==> config.mk <==
export PLATFORM = sky130hd
export DESIGN_NAME = memcopy_regs_flat
export DESIGN_NICKNAME = d
export VERILOG_FILES = /design/src/rtl/memcopy_pkg.sv /design/src/rtl/memcopy_ifs.sv /design/src/rtl/memcopy_regs.sv /design/src/flat_wrapper.sv
export VERILOG_INCLUDE_DIRS = /design/src /design/src/rtl
export SDC_FILE = /design/constraint.sdc
export NUM_CORES = 1
export LEC_CHECK = 0
export BUFFER_PORTS_ARGS = -buffer_cell sky130_fd_sc_hd__buf_2
export CORE_MARGIN = 3
export CORE_UTILIZATION = 45
export DETAILED_ROUTE_END_ITERATION = 16
export GPL_TIMING_DRIVEN = 0
export HOLD_SLACK_MARGIN = 0.03
export PLACE_DENSITY = 0.69
export SETUP_SLACK_MARGIN = 0.05
export SYNTH_ARGS = -nofsm -noshare
export SYNTH_HDL_FRONTEND = slang
export SYNTH_SLANG_ARGS = --single-unit
export TNS_END_PERCENT = 10
==> constraint.sdc <==
create_clock -name clk_i -period 6.5 [get_ports clk_i]
set_input_delay 0.325 -clock clk_i [delete_from_list [all_inputs] [get_ports clk_i]]
set_output_delay 0.325 -clock clk_i [all_outputs]
set_load 0.1 [all_outputs]
==> src/rtl/memcopy_cfg.svh <==
// Memory-copy subsystem constants
// Bus widths, memory geometry and the register map

`ifndef MEMCOPY_CFG_SVH
`define MEMCOPY_CFG_SVH

`define MEMCOPY_DATA_W    32
`define MEMCOPY_ADDR_W    32
`define MEMCOPY_MEM_WORDS 128
`define MEMCOPY_GNT_DELAY 3

// Register offsets
`define MEMCOPY_REG_SRC  4'h0
`define MEMCOPY_REG_DST  4'h4
`define MEMCOPY_REG_SIZE 4'h8
`define MEMCOPY_REG_CTRL 4'hC

`endif

==> src/rtl/memcopy_pkg.sv <==
// Memory-copy subsystem types
// Bus vectors and the copy engine state encoding

package memcopy_pkg;

  `include "memcopy_cfg.svh"

  typedef logic [`MEMCOPY_DATA_W-1:0]     word_t;
  typedef logic [`MEMCOPY_ADDR_W-1:0]     addr_t;
  typedef logic [`MEMCOPY_DATA_W/8-1:0]   be_t;
  typedef logic [3:0]                     reg_addr_t;

  typedef enum logic [2:0] {
    IDLE,
    RD_REQ,
    RD_WAIT,
    WR_REQ,
    WR_WAIT,
    FINISH
  } copy_state_t;

endpackage

==> src/rtl/memcopy_ifs.sv <==


interface copy_cmd_if;
  logic               start;
  memcopy_pkg::word_t src;
  memcopy_pkg::word_t dst;
  memcopy_pkg::word_t size;
  logic               busy;
  logic               done;

  // Register side issues the command
  modport ctrl (
    output start, src, dst, size,
    input  busy, done
  );

  modport engine (
    input  start, src, dst, size,
    output busy, done
  );
endinterface

==> src/rtl/memcopy_regs.sv <==
// Copy peripheral register file
// SRC/DST/SIZE registers, CTRL start and status, interrupt flag

`timescale 1ns/1ps
`include "memcopy_cfg.svh"

module memcopy_regs (
  input  logic                   clk_i,
  input  logic                   reset_i,
  input  logic                   reg_valid_i,
  input  logic                   reg_write_i,
  input  memcopy_pkg::reg_addr_t reg_addr_i,
  input  memcopy_pkg::word_t     reg_wdata_i,
  output memcopy_pkg::word_t     reg_rdata_o,
  output logic                   reg_ready_o,
  output logic                   intr_o,
  copy_cmd_if.ctrl               cmd
);

  logic               access;
  logic               ctrl_sel;
  memcopy_pkg::word_t src_q;
  memcopy_pkg::word_t dst_q;
  memcopy_pkg::word_t size_q;
  memcopy_pkg::word_t rd_value;

  // One access per valid, answered in the following cycle
  assign access   = reg_valid_i && !reg_ready_o;
  assign ctrl_sel = (reg_addr_i == `MEMCOPY_REG_CTRL);

  assign cmd.src  = src_q;
  assign cmd.dst  = dst_q;
  assign cmd.size = size_q;

  always_comb begin
    case (reg_addr_i)
      `MEMCOPY_REG_SRC:  rd_value = src_q;
      `MEMCOPY_REG_DST:  rd_value = dst_q;
      `MEMCOPY_REG_SIZE: rd_value = size_q;
      // Status: busy in bit 0, interrupt flag in bit 1
      `MEMCOPY_REG_CTRL: rd_value = memcopy_pkg::word_t'({intr_o, cmd.busy});
      default:           rd_value = '0;
    endcase
  end

  always_ff @(posedge clk_i) begin
    if (reset_i) begin
      reg_ready_o <= 1'b0;
      cmd.start   <= 1'b0;
      intr_o      <= 1'b0;
      src_q       <= '0;
      dst_q       <= '0;
      size_q      <= '0;
    end else begin
      reg_ready_o <= access;
      // Start while busy is dropped
      cmd.start   <= access && reg_write_i && ctrl_sel && reg_wdata_i[0] && !cmd.busy;
      if (access && reg_write_i) begin
        case (reg_addr_i)
          `MEMCOPY_REG_SRC:  src_q  <= reg_wdata_i;
          `MEMCOPY_REG_DST:  dst_q  <= reg_wdata_i;
          `MEMCOPY_REG_SIZE: size_q <= reg_wdata_i;
          default: ;
        endcase
      end
      // A new done wins over the clear from a status read
      if (cmd.done) begin
        intr_o <= 1'b1;
      end else if (access && !reg_write_i && ctrl_sel) begin
        intr_o <= 1'b0;
      end
    end
  end

  always_ff @(posedge clk_i) begin
    if (access && !reg_write_i) begin
      reg_rdata_o <= rd_value;
    end
  end

  a_ready_single : assert property (@(posedge clk_i) disable iff (reset_i)
    reg_ready_o |=> !reg_ready_o);

endmodule

==> src/flat_wrapper.sv <==
// flat-port wrapper written by rule: the top's interface ports become plain ports
module memcopy_regs_flat 
  (clk_i, reset_i, reg_valid_i, reg_write_i, reg_addr_i, reg_wdata_i, reg_rdata_o, reg_ready_o, intr_o, cmd_start, cmd_src, cmd_dst, cmd_size, cmd_busy, cmd_done);
  copy_cmd_if cmd_i ();
  input  logic clk_i;
  input  logic reset_i;
  input  logic reg_valid_i;
  input  logic reg_write_i;
  input  memcopy_pkg::reg_addr_t reg_addr_i;
  input  memcopy_pkg::word_t reg_wdata_i;
  output memcopy_pkg::word_t reg_rdata_o;
  output logic reg_ready_o;
  output logic intr_o;
  output wire logic [$bits(cmd_i.start)-1:0] cmd_start;
  output wire logic [$bits(cmd_i.src)-1:0] cmd_src;
  output wire logic [$bits(cmd_i.dst)-1:0] cmd_dst;
  output wire logic [$bits(cmd_i.size)-1:0] cmd_size;
  input wire logic [$bits(cmd_i.busy)-1:0] cmd_busy;
  input wire logic [$bits(cmd_i.done)-1:0] cmd_done;
  assign cmd_start = cmd_i.start;
  assign cmd_src = cmd_i.src;
  assign cmd_dst = cmd_i.dst;
  assign cmd_size = cmd_i.size;
  assign cmd_i.busy = cmd_busy;
  assign cmd_i.done = cmd_done;
  memcopy_regs u_core (.clk_i(clk_i), .reset_i(reset_i), .reg_valid_i(reg_valid_i), .reg_write_i(reg_write_i), .reg_addr_i(reg_addr_i), .reg_wdata_i(reg_wdata_i), .reg_rdata_o(reg_rdata_o), .reg_ready_o(reg_ready_o), .intr_o(intr_o), .cmd(cmd_i));
endmodule
# Word level (Yosys, flattened, before mapping)
# Cells that the tools add are included.
# totals
regBits,131
latch_bits,0
mem_bits_rw,0
romBits,0
in_bits,42
out_inout_bits,131
word_cells,28
n_memories,0
# classes
n_addsub,0
n_mul,0
div_mod_pow,0
n_lt_le_gt_ge,0
eq_ne,3
shifts,0
mux,3
bitwise_logic,0
reduce_logical,15
# op_table
cell,n
one-hot mux 32 bit (4 select lines),1
== test 4 bit (second input constant),2
logical AND 1 bit,7
AND reduction 2 bit,3
== test 4 x 3 -> 1 bit (second input constant),1
logical NOT 4 bit,1
logical NOT 1 bit,3
two-way mux 1 bit,2
nonzero test 2 bit,1

# Longest topological paths before layout
# Gate-level depths: netlist of run 1.
# logic_depth
word_depth,6
depth_mapped,6
mapped_depth_nobuf,3

# Worst setup path before layout of run 1
# Ideal clock, no wire load.
# synth_path
path_type,register to register
from,register u_core.reg_ready_o
to,register u_core.reg_rdata_o[0] (enable)
setup_ns,0.421
arrival_time_ns,2.319
t_required_ns,6.079
path_slack_ns,3.760
path_stages_with_launch,3
path_buffers,0
period_less_slack_ns,2.740
cell_sequence,dfxtp_1 -> nand2b_1 -> nor2_1
# synth_between
elab_chain_cells,3
# synth_rtl
element,line_no,rtl
"start, declared",memcopy_regs.sv:15,"output logic reg_ready_o,"
"start signal, assigned",memcopy_regs.sv:55,reg_ready_o <= access;
logical NOT 1 bit,memcopy_regs.sv:28,assign access = reg_valid_i && !reg_ready_o;
logical AND 1 bit,memcopy_regs.sv:28,
logical AND 1 bit,memcopy_regs.sv:76,if (access && !reg_write_i) begin
"end signal, assigned",memcopy_regs.sv:77,reg_rdata_o <= rd_value;
"end, declared",memcopy_regs.sv:14,"output memcopy_pkg::word_t reg_rdata_o,"
# Every way passes these cells.
# A chain may end at the register's enable or synchronous reset.

# Final worst setup path of run 1
# layout_path
from,register u_core.reg_ready_o
to,register u_core.dst_q[22] (netlist: u_core.cmd.dst[22])
# layout_between
elab_chain_cells,4
# layout_rtl
element,line_no,rtl
logical NOT 1 bit,memcopy_regs.sv:28,
logical AND 1 bit,memcopy_regs.sv:28,
logical AND 1 bit,memcopy_regs.sv:58,if (access && reg_write_i) begin
AND reduction 2 bit (no line),--,
"end signal, assigned",memcopy_regs.sv:61,`MEMCOPY_REG_DST: dst_q <= reg_wdata_i;
"end, declared",memcopy_regs.sv:23,memcopy_pkg::word_t dst_q;
# Every way passes these cells.

==> key figures, run 1 <==
Timing
  • Post-route worst setup slack: 4490 ps
  • Worst slew margin: 38.1%
  • Worst Tran Pin Value: just over 900 ps
  • Min Tclk post-route: ~2000 ps
  • # setup viols final: 0
  • Clock skew: 6.60 ps
  • Hold_ws: ~170 ps
  • Setup TNS: 0 ps
  • Tcrit/Tclk final: roughly 30%
  • RSZ-0062 raised after global routing: no
  • Max-slew violations: 0
  • Hold Vio Cnt, Final: 0
  • FMAX: approximately 0.50 GHz

Power and ir drop
  • Peak VDD IR: about 0.00012 V
  • Total power draw: 0.00197 W
  • P per Cell Area: 264 nW/um^2
  • Leak: 3.54 nW

Finish
  • Number of fill cells: between 1k and 1.5k
  • Area Overhead vs Synth: 28.6%
  • Register Area: just under 3000 sq um
  • Layout net count: 740
  • Fin area: 7440 sq um
  • Area of the multi-input gates: approximately 2600 sq um
  • Share of cells above drive strength 1: between 20% and 30%
  • Ant. Diodes: 0

Synthesis
  • Sequential fraction of the synthesis area: roughly 51%
  • Post-synthesis adder-cell area fraction: 0%
  • Area share of the largest cell type after synthesis: between 30% and 40%
  • Synth Register Bits: ~130
  • Area contributors post-synth: dfxtp_1 (34%), mux2i_1 (22%), edfxtp_1 (17%), nand2b_1 (14%), a2bb2oi_1 (4.5%)
  • Xor-xnor portion of the synthesized cell area: 0%
  • Mux cell area share after synthesis: a little under a quarter
  • Syn_nets: roughly 550
  • Post-synthesis instance area: slightly below 6000 sq um
  • Top cells by count, synth: nand2b_1 (130), mux2i_1 (126), dfxtp_1 (99)
  • Unique masters post-synth: 22
  • Warning count from the yosys run: 0
  • Main combinational cell family by area after synthesis: multiplexers
  • Syn avg cell area: 11.4 sq um
  • Top FF cell, synth: dfxtp_1
  • Simple logic cell fraction of the synthesized area: 18.1%
  • Number of synthesized flops with an enable pin: 32
  • Cells after synthesis: ~500
  • Synth Area in Compound Gates: under 10%
  • Synth area leader: dfxtp_1
  • Most common cell in the netlist: nand2b_1
  • Asr flop ratio synth: 0%

CTS
  • CTS tree: yes
  • CTS buffer count: 17
  • Postcts setup bufs: 0
  • Clock slew at reported path FFs: about 50 ps
  • Clk_lat worst skew: ~400 ps
  • Resized cells post-CTS: 0
  • Clock buffer depth: 2
  • H-tree depth: 4
  • Root Buffer: clkbuf_16
  • # clock sinks: between 100 and 150
  • Hold-fix buffers at CTS: 0

Global route
  • GRT Residual Overflow: 0
  • Pin count of the biggest net entering global routing: 18
  • First-pass GRT wire length: roughly 26,000 um
  • Initial antenna violation count: 0
  • Total track usage: a little under a quarter
  • Vias in the first global route: between 4k and 5k

Floorplan
  • Die X: around 120 um
  • Height of the die: 119 um
  • Die area: between 10,000 and 15,000 sq um
  • Starting Density: a little under half
  • Site Rows: 40
  • IO Count: roughly 170
  • Core Region: ~12,000 sq um

Worst hold path
  • Worst hold stages: 3
  • Worst Hold Class: in -> reg

Worst setup path
  • Critical path type: reg -> reg
  • Crit start category: flop
  • CP delay by family, top: simple AND/OR/NAND/NOR gates
  • Worst EP required: slightly below 7000 ps
  • Crit-path cells: or4b_4 -> nor3_1 -> buf_2 -> buf_4 -> mux2i_1
  • WP depth: 5
  • R2r worst-path depth: 5
  • Worst EP arrival: approximately 2400 ps
  • WP buf/inv: 2
  • Slowest cell on crit path: or4b_4
  • Endpoint class of the critical path: flop
  • CP max stage delay: around 530 ps
  • Crit-path max FO: 10

Route
  • Starting DRC count in detailed routing: 238
  • ANT nets after route: 0
  • Via count: 4,487
  • Vias/cell: a little over 5
  • Drt pass-1 iters: 4
  • Drt drc: 0
  • Drt wl/cell: ~19 um
  • Routed WL: 16,600 um

Placed design
  • Post-DP Area: approximately 6900 sq um
  • Worst Setup Slack post-DPL: 4150 ps
  • Port bufs: around 170
  • HPWL after DPL: ~12,000 um
  • Placer Congestion: ~0.84

Job
  • Max_cap viols: 0

Run status
  • Status: finished, final reports clean
-- worst paths after layout --
path	startpoint	slack [ps]	to
hold reg to reg	u_core.cmd.dst[21]$_SDFFE_PP0P_	490	u_core.cmd.dst[21]$_SDFFE_PP0P_
setup / recovery	u_core.reg_ready_o$_SDFF_PP0_	4490	u_core.cmd.dst[22]$_SDFFE_PP0P_
setup reg to reg	u_core.reg_ready_o$_SDFF_PP0_	4490	u_core.cmd.dst[22]$_SDFFE_PP0P_
hold / removal	cmd_busy	170	u_core.cmd.start$_SDFF_PP0_
-- state kept, by name, summed over array words and instances, names as in the netlist --
signal	flops
u_core.cmd.src	32
u_core.cmd.dst	32
u_core.cmd.start	1
u_core.reg_rdata_o	32
u_core.intr_o	1
u_core.cmd.size	32
u_core.reg_ready_o	1
-- where the power goes --
part	total, W	internal (W)	switching (W)
sequential	0.000852	0.000846	0.00000601
combinational	0.000206	0.0000533	0.000153
clock	0.000908	0.000577	0.000331
total	0.00197	0.00148	0.000490
-- per-stage QoR --
stage | instances | util (%)
floorplan | 509 | -
CTS | 879 | 60.7
detailed placement | 847 | 56.1
global route | 879 | 60.7
global placement | 846 | 55.8
finish | 879 | 60.7
-- cell families (layout without fill, tap and decap cells) --
| logic type | Yosys count | in the layout |
|---|---|---|
| simple gates | 179 | 179 |
| compound gates | 30 | 30 |
| mux | 128 | 128 |
| buf+inv | 41 | 243 |
| flops | 131 | 131 |
-- layer usage --
layer	track usage [%]	routed length (um)
met5	0	0
met4	7.66	186
met3	6.27	1310
met2	39.1	8010
met1	29.5	7120
-- area by class of cell --
type | instances | area share [%]
buffer | 41 | 3.03
clock buffer | 29 | 7.00
clock inverter | 3 | 0.572
multi-input combinational | 337 | 35.3
sequential | 131 | 39.6
tap | 168 | 2.83
timing repair buffer | 170 | 11.7
-- tightest hold or removal path: cells and delay by family --
| family | cells | cell delay, ps |
|---|---|---|
| buffers and inverters | 1 | 90 |
| AND/OR/NAND/NOR | 2 | 130 |
-- cells in the final DEF (no fill, tap or decap) --
master	n
edfxtp_1	32
mux2i_1	126
clkbuf_8	5
mux4_2	2
nand2_1	2
clkbuf_1	39
nor4b_1	1
clkbuf_16	17
or4b_4	2
buf_16	1
or2_2	1
nor2b_1	3
bufinv_16	1
clkinv_2	1
nor3_1	2
buf_12	3
dfxtp_1	99
clkinvlp_4	1
nor2_4	1
buf_4	1
nor2_1	32
nor4_1	2
buf_6	2
nand2b_1	130
and3_1	1
a2bb2oi_1	30
nand3_1	1
buf_2	172
or3_2	1
(Power assumes the default switching activity.)
==> run 2: changes to the inputs <==
Settings changed: ABC_AREA set to 1.
Clock period 6.5 ns to 2.09 ns, I/O delays scaled along.
==> run 2 against run 1 <==
  * Routed wire length grew 4.1%
  * Count of clock-buffer cells in the layout shrank 7
  * Sequential power rose to 3.1 times the previous value
  * Critical endpoint is now u_core.reg_rdata_o[6]$_DFFE_PP_
  * Synthesized cell count increased by 48%
  * Non-clock buffer count increased by 24
==> key figures, run 2 <==
Run status
  • Status: finished, final reports clean (unchanged)

Synthesis
  • Most common cell in the netlist: nand2_1 (was nand2b_1)
  • Number of synthesized flops with an enable pin: 32 (unchanged)
  • Asr flop ratio synth: 0% (unchanged)
  • Syn_nets: 796 (was 551)
  • Synth Register Bits: 131 (unchanged)
  • Unique masters post-synth: 20 (was 22)
  • Sequential fraction of the synthesis area: 52.0% (was 50.9%)
  • Synth area leader: dfxtp_1 (unchanged)
  • Cells after synthesis: 754 (was 509)
  • Top FF cell, synth: dfxtp_1 (unchanged)
  • Area contributors post-synth: dfxtp_1 (35%), edfxtp_1 (17%), nand2_1 (16%), nor2_1 (13%), nand3_1 (8.5%) (was dfxtp_1 (34%), mux2i_1 (22%), edfxtp_1 (17%), nand2b_1 (14%), a2bb2oi_1 (4.5%))
  • Post-synthesis instance area: 5660 sq um (was 5780 sq um)
  • Syn avg cell area: 7.50 sq um (was 11.4 sq um)
  • Area share of the largest cell type after synthesis: 35.0% (was 34.3%)
  • Warning count from the yosys run: 0 (unchanged)
  • Top cells by count, synth: nand2_1 (234), nor2_1 (197), dfxtp_1 (99) (was nand2b_1 (130), mux2i_1 (126), dfxtp_1 (99))

Timing
  • Max-slew violations: 0 (unchanged)
  • Min Tclk post-route: 1790 ps (was 2010 ps)
  • Tcrit/Tclk final: 85.7% (was 30.9%)
  • FMAX: 0.558 GHz (was 0.498 GHz)
  • # setup viols final: 0 (unchanged)
  • Setup TNS: 0 ps (unchanged)
  • Worst Tran Pin Value: 1090 ps (was 928 ps)
  • Hold Vio Cnt, Final: 0 (unchanged)
  • Clock skew: 4.63 ps (was 6.60 ps)
  • Worst slew margin: 27.0% (was 38.1%)
  • RSZ-0062 raised after global routing: no (unchanged)

Finish
  • Commonest non-fill, non-tap cells in the layout: nand2_1 (234), nor2_1 (196), buf_2 (184) (was buf_2 (172), nand2b_1 (130), mux2i_1 (126))
  • Ant. Diodes: 0 (unchanged)
  • Area Overhead vs Synth: 34.0% (was 28.6%)
  • Area of the multi-input gates: 2220 sq um (was 2620 sq um)
  • Register Area: 2940 sq um (unchanged)
  • Share of cells above drive strength 1: 25.7% (was 29.7%)
  • Fin area: 7580 sq um (was 7440 sq um)
  • Commonest non-fill, non-tap cell in the layout: nand2_1 (was buf_2)
  • Layout net count: 1,007 (was 740)
  • Number of fill cells: 1,153 (was 1,052)

CTS
  • Clock buffer depth: 2 (unchanged)
  • Clk_lat worst skew: 420 ps (was 410 ps)
  • CTS buffer count: 17 (unchanged)
  • Clock slew at reported path FFs: 60 ps (was 50 ps)
  • Root Buffer: clkbuf_16 (unchanged)
  • Postcts setup bufs: 0 (unchanged)
  • # clock sinks: 131 (unchanged)
  • CTS tree: yes (unchanged)
  • H-tree depth: 4 (unchanged)

Worst setup path
  • Worst EP required: 2120 ps (was 6840 ps)
  • Worst setup path endpoint: u_core.reg_rdata_o[6]$_DFFE_PP_ (was u_core.cmd.dst[22]$_SDFFE_PP0P_)
  • Worst r2r src: u_core.reg_ready_o$_SDFF_PP0_ (unchanged)
  • Critical path origin: u_core.reg_ready_o$_SDFF_PP0_ (unchanged)
  • Critical R2R Capture: u_core.reg_rdata_o[6]$_DFFE_PP_ (was u_core.cmd.dst[22]$_SDFFE_PP0P_)
  • Worst EP arrival: 1820 ps (was 2350 ps)
  • Crit start category: flop (unchanged)
  • Endpoint class of the critical path: flop (unchanged)
  • R2r worst-path depth: 3 (was 5)
  • Crit-path max FO: 33 (was 10)
  • Critical path type: reg -> reg (unchanged)
  • R2R setup slack: 300 ps (was 4490 ps)

Floorplan
  • Site Rows: 40 (unchanged)
  • Core Region: 12,200 sq um (was 12,300 sq um)
  • Die area: 14,000 sq um (was 14,300 sq um)
  • IO Count: 173 (unchanged)
  • Starting Density: 46.5% (was 47.2%)
  • Die X: 118 um (was 119 um)
  • Height of the die: 118 um (was 119 um)

Job
  • Max_cap viols: 0 (unchanged)

Placed design
  • Port bufs: 172 (was 169)
  • Post-DP Area: 6740 sq um (was 6880 sq um)
  • Placer Congestion: 0.849 (was 0.837)
  • HPWL after DPL: 11,800 um (was 11,700 um)

Power and ir drop
  • P per Cell Area: 864 nW/um^2 (was 264 nW/um^2)
  • Peak VDD IR: 0.000503 V (was 0.000117 V)
  • Leak: 3.73 nW (was 3.54 nW)

Global route
  • Total track usage: 24.8% (was 23.4%)
  • Pin count of the biggest net entering global routing: 34 (was 18)
  • Initial antenna violation count: 1 (was 0)
  • Vias in the first global route: 5,169 (was 4,656)
  • GRT Residual Overflow: 0 (unchanged)
  • First-pass GRT wire length: 27,200 um (was 25,800 um)

Route
  • Vias/cell: 4.86 (was 5.10)
  • Drt pass-1 iters: 5 (was 4)
  • Drt drc: 0 (unchanged)
  • Starting DRC count in detailed routing: 460 (was 238)
  • Drt wl/cell: 15.1 um (was 18.9 um)
  • ANT nets after route: 0 (unchanged)
  • Routed WL: 17,300 um (was 16,600 um)
  • Via count: 5,565 (was 4,487)

Worst hold path
  • Worst Hold Class: in -> reg (unchanged)
## run 2: cell types whose count changed in the layout (fill, tap and decap cells not counted), moves of 12 or more
cell           change
a2bb2oi_1         -30
buf_2             +12
buf_6             +17
clkbuf_1          -39
dlygate4sd3_1     +20
inv_1             +39
mux2i_1          -126
nand2_1          +232
nand2b_1         -130
nand3_1           +95
nor2_1           +164
## run 2: repair_timing
item	4_1_cts	5_1_grt
hold buffers	20	0
endpoints found under the setup margin	0	0
gates resized for setup	0	0
endpoints found under the hold margin	25	0
## run 2: worst min path at each step
stage,from,endpoint,depth (start not counted)
2_1_floorplan,reset_i,u_core.intr_o$_SDFFE_PP0P_,1
3_3_place_gp,reset_i,u_core.intr_o$_SDFFE_PP0P_,2
3_5_place_dp,reset_i,u_core.intr_o$_SDFFE_PP0P_,2
4_1_cts,reg_wdata_i[24],u_core.cmd.src[24]$_SDFFE_PP0P_,5
5_1_grt,reg_wdata_i[13],u_core.cmd.src[13]$_SDFFE_PP0P_,5
6_report,reg_wdata_i[24],u_core.cmd.src[24]$_SDFFE_PP0P_,5
## run 2: layout make-up
cell class	instances	area share, %
well taps	168	2.77
plain buffers	43	4.55
inverters	41	2.03
clock buffers	22	6.52
multi-input cells	539	29.3
repair buffers	192	14.0
clock inverters	10	2.00
flip-flops and latches	131	38.8
## run 2: critical path, cell delays in order, from the launching register on
cell	delay, ps
dfxtp_1	310
inv_1	120
nand2_1	120
nor2_4	830
## run 2: power by group
group / switching [W] / total, W / internal (W)
clock: 0.00108 / 0.00322 / 0.00214
sequential: 0.0000218 / 0.00265 / 0.00263
combinational: 0.000520 / 0.000676 / 0.000156
## run 2: metrics by stage
step / std cells / hold WS, ps / power (W) / worst slack, ps / util, %
6_report: 1146 / 29.8 / 0.00655 / 299 / 62.3
3_5_place_dp: 1094 / 351 / 0.00335 / 296 / 55.4
3_3_place_gp: 1094 / 353 / 0.00335 / 289 / 55.4
4_1_cts: 1146 / 30.9 / 0.00656 / 289 / 62.3
2_1_floorplan: 754 / 174 / 0.00319 / 185 / -
5_1_grt: 1146 / 36.0 / 0.00675 / 139 / 62.3
## run 2: cells by family after synthesis
family	count (synthesis)	share of synthesized area [%]
simple gates	538	39.1
flops	131	52.0
buf+inv	84	8.82
compound gates	1	0.0884
## run 2: metal layers
| metal | up-vias | global-route usage [%] | part of all wire (%) |
|---|---|---|---|
| met1 | 2507 | 32.3 | 43 |
| met2 | 256 | 39.4 | 46 |
| met3 | 29 | 6.99 | 9.3 |
| met4 | 2 | 9.08 | 1.8 |
| met5 | - | 0 | 0.040 |
| li1 | 2771 | - | - |
==> run 3: changes to the inputs <==
Settings changed: PLACE_DENSITY 0.69 to 0.73.
==> run 3 against run 2 <==
  * Sequential share of layout area about the same
  * Die area unchanged
  * Via count decreased by 0.49%
  * Highest routed layer is now met4
==> key figures, run 3 (synthesis results as in run 2) <==
Worst setup path
  • Crit start category: flop (unchanged)
  • Critical path origin: u_core.reg_ready_o$_SDFF_PP0_ (unchanged)
  • Critical path type: reg -> reg (unchanged)
  • Critical R2R Capture: u_core.reg_rdata_o[13]$_DFFE_PP_ (was u_core.reg_rdata_o[6]$_DFFE_PP_)
  • Worst EP arrival: 1770 ps (was 1820 ps)
  • Worst setup path endpoint: u_core.reg_rdata_o[13]$_DFFE_PP_ (was u_core.reg_rdata_o[6]$_DFFE_PP_)
  • Endpoint class of the critical path: flop (unchanged)
  • WP depth: 3 (unchanged)
  • Worst r2r src: u_core.reg_ready_o$_SDFF_PP0_ (unchanged)
  • Crit-path max FO: 33 (unchanged)
  • CP max stage delay: 820 ps (was 830 ps)
  • R2R setup slack: 350 ps (was 300 ps)
  • Crit-path cells: inv_1 -> nand2_1 -> nor2_4 (unchanged)
  • WP buf/inv: 1 (unchanged)
  • Worst EP required: 2120 ps (about the same)
  • Slowest cell on crit path: nor2_4 (unchanged)
  • CP delay by family, top: simple AND/OR/NAND/NOR gates (unchanged)
  • R2r worst-path depth: 3 (unchanged)

Floorplan
  • Die X: 118 um (unchanged)
  • Site Rows: 40 (unchanged)
  • Starting Density: 46.5% (unchanged)
  • Core Region: 12,200 sq um (unchanged)
  • IO Count: 173 (unchanged)
  • Height of the die: 118 um (unchanged)
  • Die area: 14,000 sq um (unchanged)

Route
  • Vias/cell: 4.80 (was 4.86)
  • Drt drc: 0 (unchanged)
  • Starting DRC count in detailed routing: 399 (was 460)
  • ANT nets after route: 0 (unchanged)
  • Drt pass-1 iters: 5 (unchanged)
  • Drt wl/cell: 15.3 um (was 15.1 um)
  • Via count: 5,538 (was 5,565)
  • Routed WL: 17,600 um (was 17,300 um)

Placed design
  • HPWL after DPL: 11,900 um (was 11,800 um)
  • Port bufs: 172 (unchanged)
  • Placer Congestion: 0.798 (was 0.849)
  • Post-DP Area: 6740 sq um (unchanged)

CTS
  • Root Buffer: clkbuf_16 (unchanged)
  • Postcts setup bufs: 0 (unchanged)
  • CTS tree: yes (unchanged)
  • Clk_lat worst skew: 420 ps (about the same)
  • Resized cells post-CTS: 0 (unchanged)
  • CTS buffer count: 17 (unchanged)
  • # clock sinks: 131 (unchanged)
  • H-tree depth: 4 (unchanged)
  • Clock buffer depth: 2 (unchanged)
  • Clock slew at reported path FFs: 50 ps (was 60 ps)

Timing
  • Min Tclk post-route: 1740 ps (was 1790 ps)
  • Tcrit/Tclk final: 83.1% (was 85.7%)
  • Setup TNS: 0 ps (unchanged)
  • Clock skew: 4.56 ps (was 4.63 ps)
  • FMAX: 0.576 GHz (was 0.558 GHz)
  • Hold_ws: 40.6 ps (was 29.8 ps)
  • Worst Tran Pin Value: 1070 ps (was 1090 ps)
  • Worst slew margin: 28.3% (was 27.0%)
  • RSZ-0062 raised after global routing: no (unchanged)
  • # setup viols final: 0 (unchanged)
  • Hold Vio Cnt, Final: 0 (unchanged)
  • Max-slew violations: 0 (unchanged)

Global route
  • Pin count of the biggest net entering global routing: 34 (unchanged)
  • Vias in the first global route: 5,182 (was 5,169)
  • Total track usage: 25.2% (was 24.8%)
  • Initial antenna violation count: 0 (was 1)
  • GRT Residual Overflow: 0 (unchanged)
  • First-pass GRT wire length: 27,500 um (was 27,200 um)

Finish
  • Area Overhead vs Synth: 34.1% (was 34.0%)
  • Fin area: 7580 sq um (about the same)
  • Commonest non-fill, non-tap cell in the layout: nand2_1 (unchanged)
  • Commonest non-fill, non-tap cells in the layout: nand2_1 (234), nor2_1 (196), buf_2 (184) (unchanged)
  • Layout net count: 1,015 (was 1,007)
  • Share of cells above drive strength 1: 24.8% (was 25.7%)
  • Ant. Diodes: 0 (unchanged)

Job
  • Max_cap viols: 0 (unchanged)

Power and ir drop
  • Switch share: 25.5% (was 24.7%)
  • Register share of total power: 42.6% (was 40.5%)
  • Leak: 3.72 nW (was 3.73 nW)
  • Total power draw: 0.00623 W (was 0.00655 W)
  • Internal: 0.00464 W (was 0.00493 W)
  • P per Cell Area: 822 nW/um^2 (was 864 nW/um^2)
  • Combinational power share: 11.1% (was 10.3%)
  • Peak VDD IR: 0.000504 V (was 0.000503 V)
  • Power share of the clock group: 46.4% (was 49.2%)
  • Net Switching: 0.00159 W (was 0.00162 W)

Worst hold path
  • Worst Hold Class: in -> reg (unchanged)

Run status
  • Status: finished, final reports clean (unchanged)
==> run 3: cell count changes in the layout (fill, tap and decap cells not counted) <==
cell / previous run / this run
bufinv_16: 4 / 2
clkbuf_1: 0 / 7
clkbuf_8: 5 / 3
clkinv_1: 2 / 1
clkinv_2: 4 / 3
clkinvlp_4: 1 / 0
dlygate4sd3_1: 20 / 28
==> run 3: power groups by stage <==
stage / Clock, W / Sequential, W / Combinational (W)
finish: 0.00289 / 0.00265 / 0.000689
global route: 0.00304 / 0.00266 / 0.000731
CTS: 0.00290 / 0.00265 / 0.000687
detailed placement: 0 / 0.00271 / 0.000645
global placement: 0 / 0.00271 / 0.000643
floorplan: 0 / 0.00298 / 0.000210
==> run 3: layout make-up <==
| cell class | count | area [sq um] |
|---|---|---|
| Clock buffer | 27 | 493 |
| Buffer | 43 | 345 |
| Timing Repair Buffer | 200 | 1140 |
| Tap cell | 168 | 210 |
| Clock inverter | 5 | 75.1 |
| Inverter | 41 | 154 |
| Fill cell | 1154 | 4580 |
| Sequential cell | 131 | 2940 |
| Multi-Input combinational cell | 539 | 2220 |
==> run 3: worst min path at each step <==
stage / start / end / slack (ps) / depth (start not counted)
final: reg_wdata_i[16] / u_core.cmd.dst[16]$_SDFFE_PP0P_ / 40 / 5
after global routing: reg_wdata_i[12] / u_core.cmd.src[12]$_SDFFE_PP0P_ / 60 / 5
after CTS: reg_wdata_i[30] / u_core.cmd.src[30]$_SDFFE_PP0P_ / 30 / 5
after detailed placement: reset_i / u_core.intr_o$_SDFFE_PP0P_ / 350 / 2
after global placement: reset_i / u_core.intr_o$_SDFFE_PP0P_ / 330 / 2
after floorplan: reset_i / u_core.intr_o$_SDFFE_PP0P_ / 170 / 1
==> run 3: layer usage <==
layer	part of all wire [%]	global-route usage (%)	vias up
met2	48	41.9	235
met3	8.0	6.17	29
li1	-	-	2786
met4	2.3	10.8	0
met5	0	0	-
met1	42	31.3	2488
==> run 3: worst min-delay path, delay by kind of cell <==
| family | cells | cell delay [ps] |
|---|---|---|
| and+or+nand+nor | 3 | 190 |
| buffers and inverters | 2 | 130 |
==> run 3: repair_timing <==
item | in CTS | in global routing
hold buffers | 28 | 0
setup endpoints to repair | 0 | 0
hold endpoints to repair | 34 | 0
==> run 3: stage by stage <==
stage	cells	utilization (%)	worst slack, ps
2_1_floorplan	754	-	185
3_3_place_gp	1094	55.4	293
3_5_place_dp	1094	55.4	311
4_1_cts	1154	62.4	311
5_1_grt	1154	62.4	161
6_report	1154	62.4	354
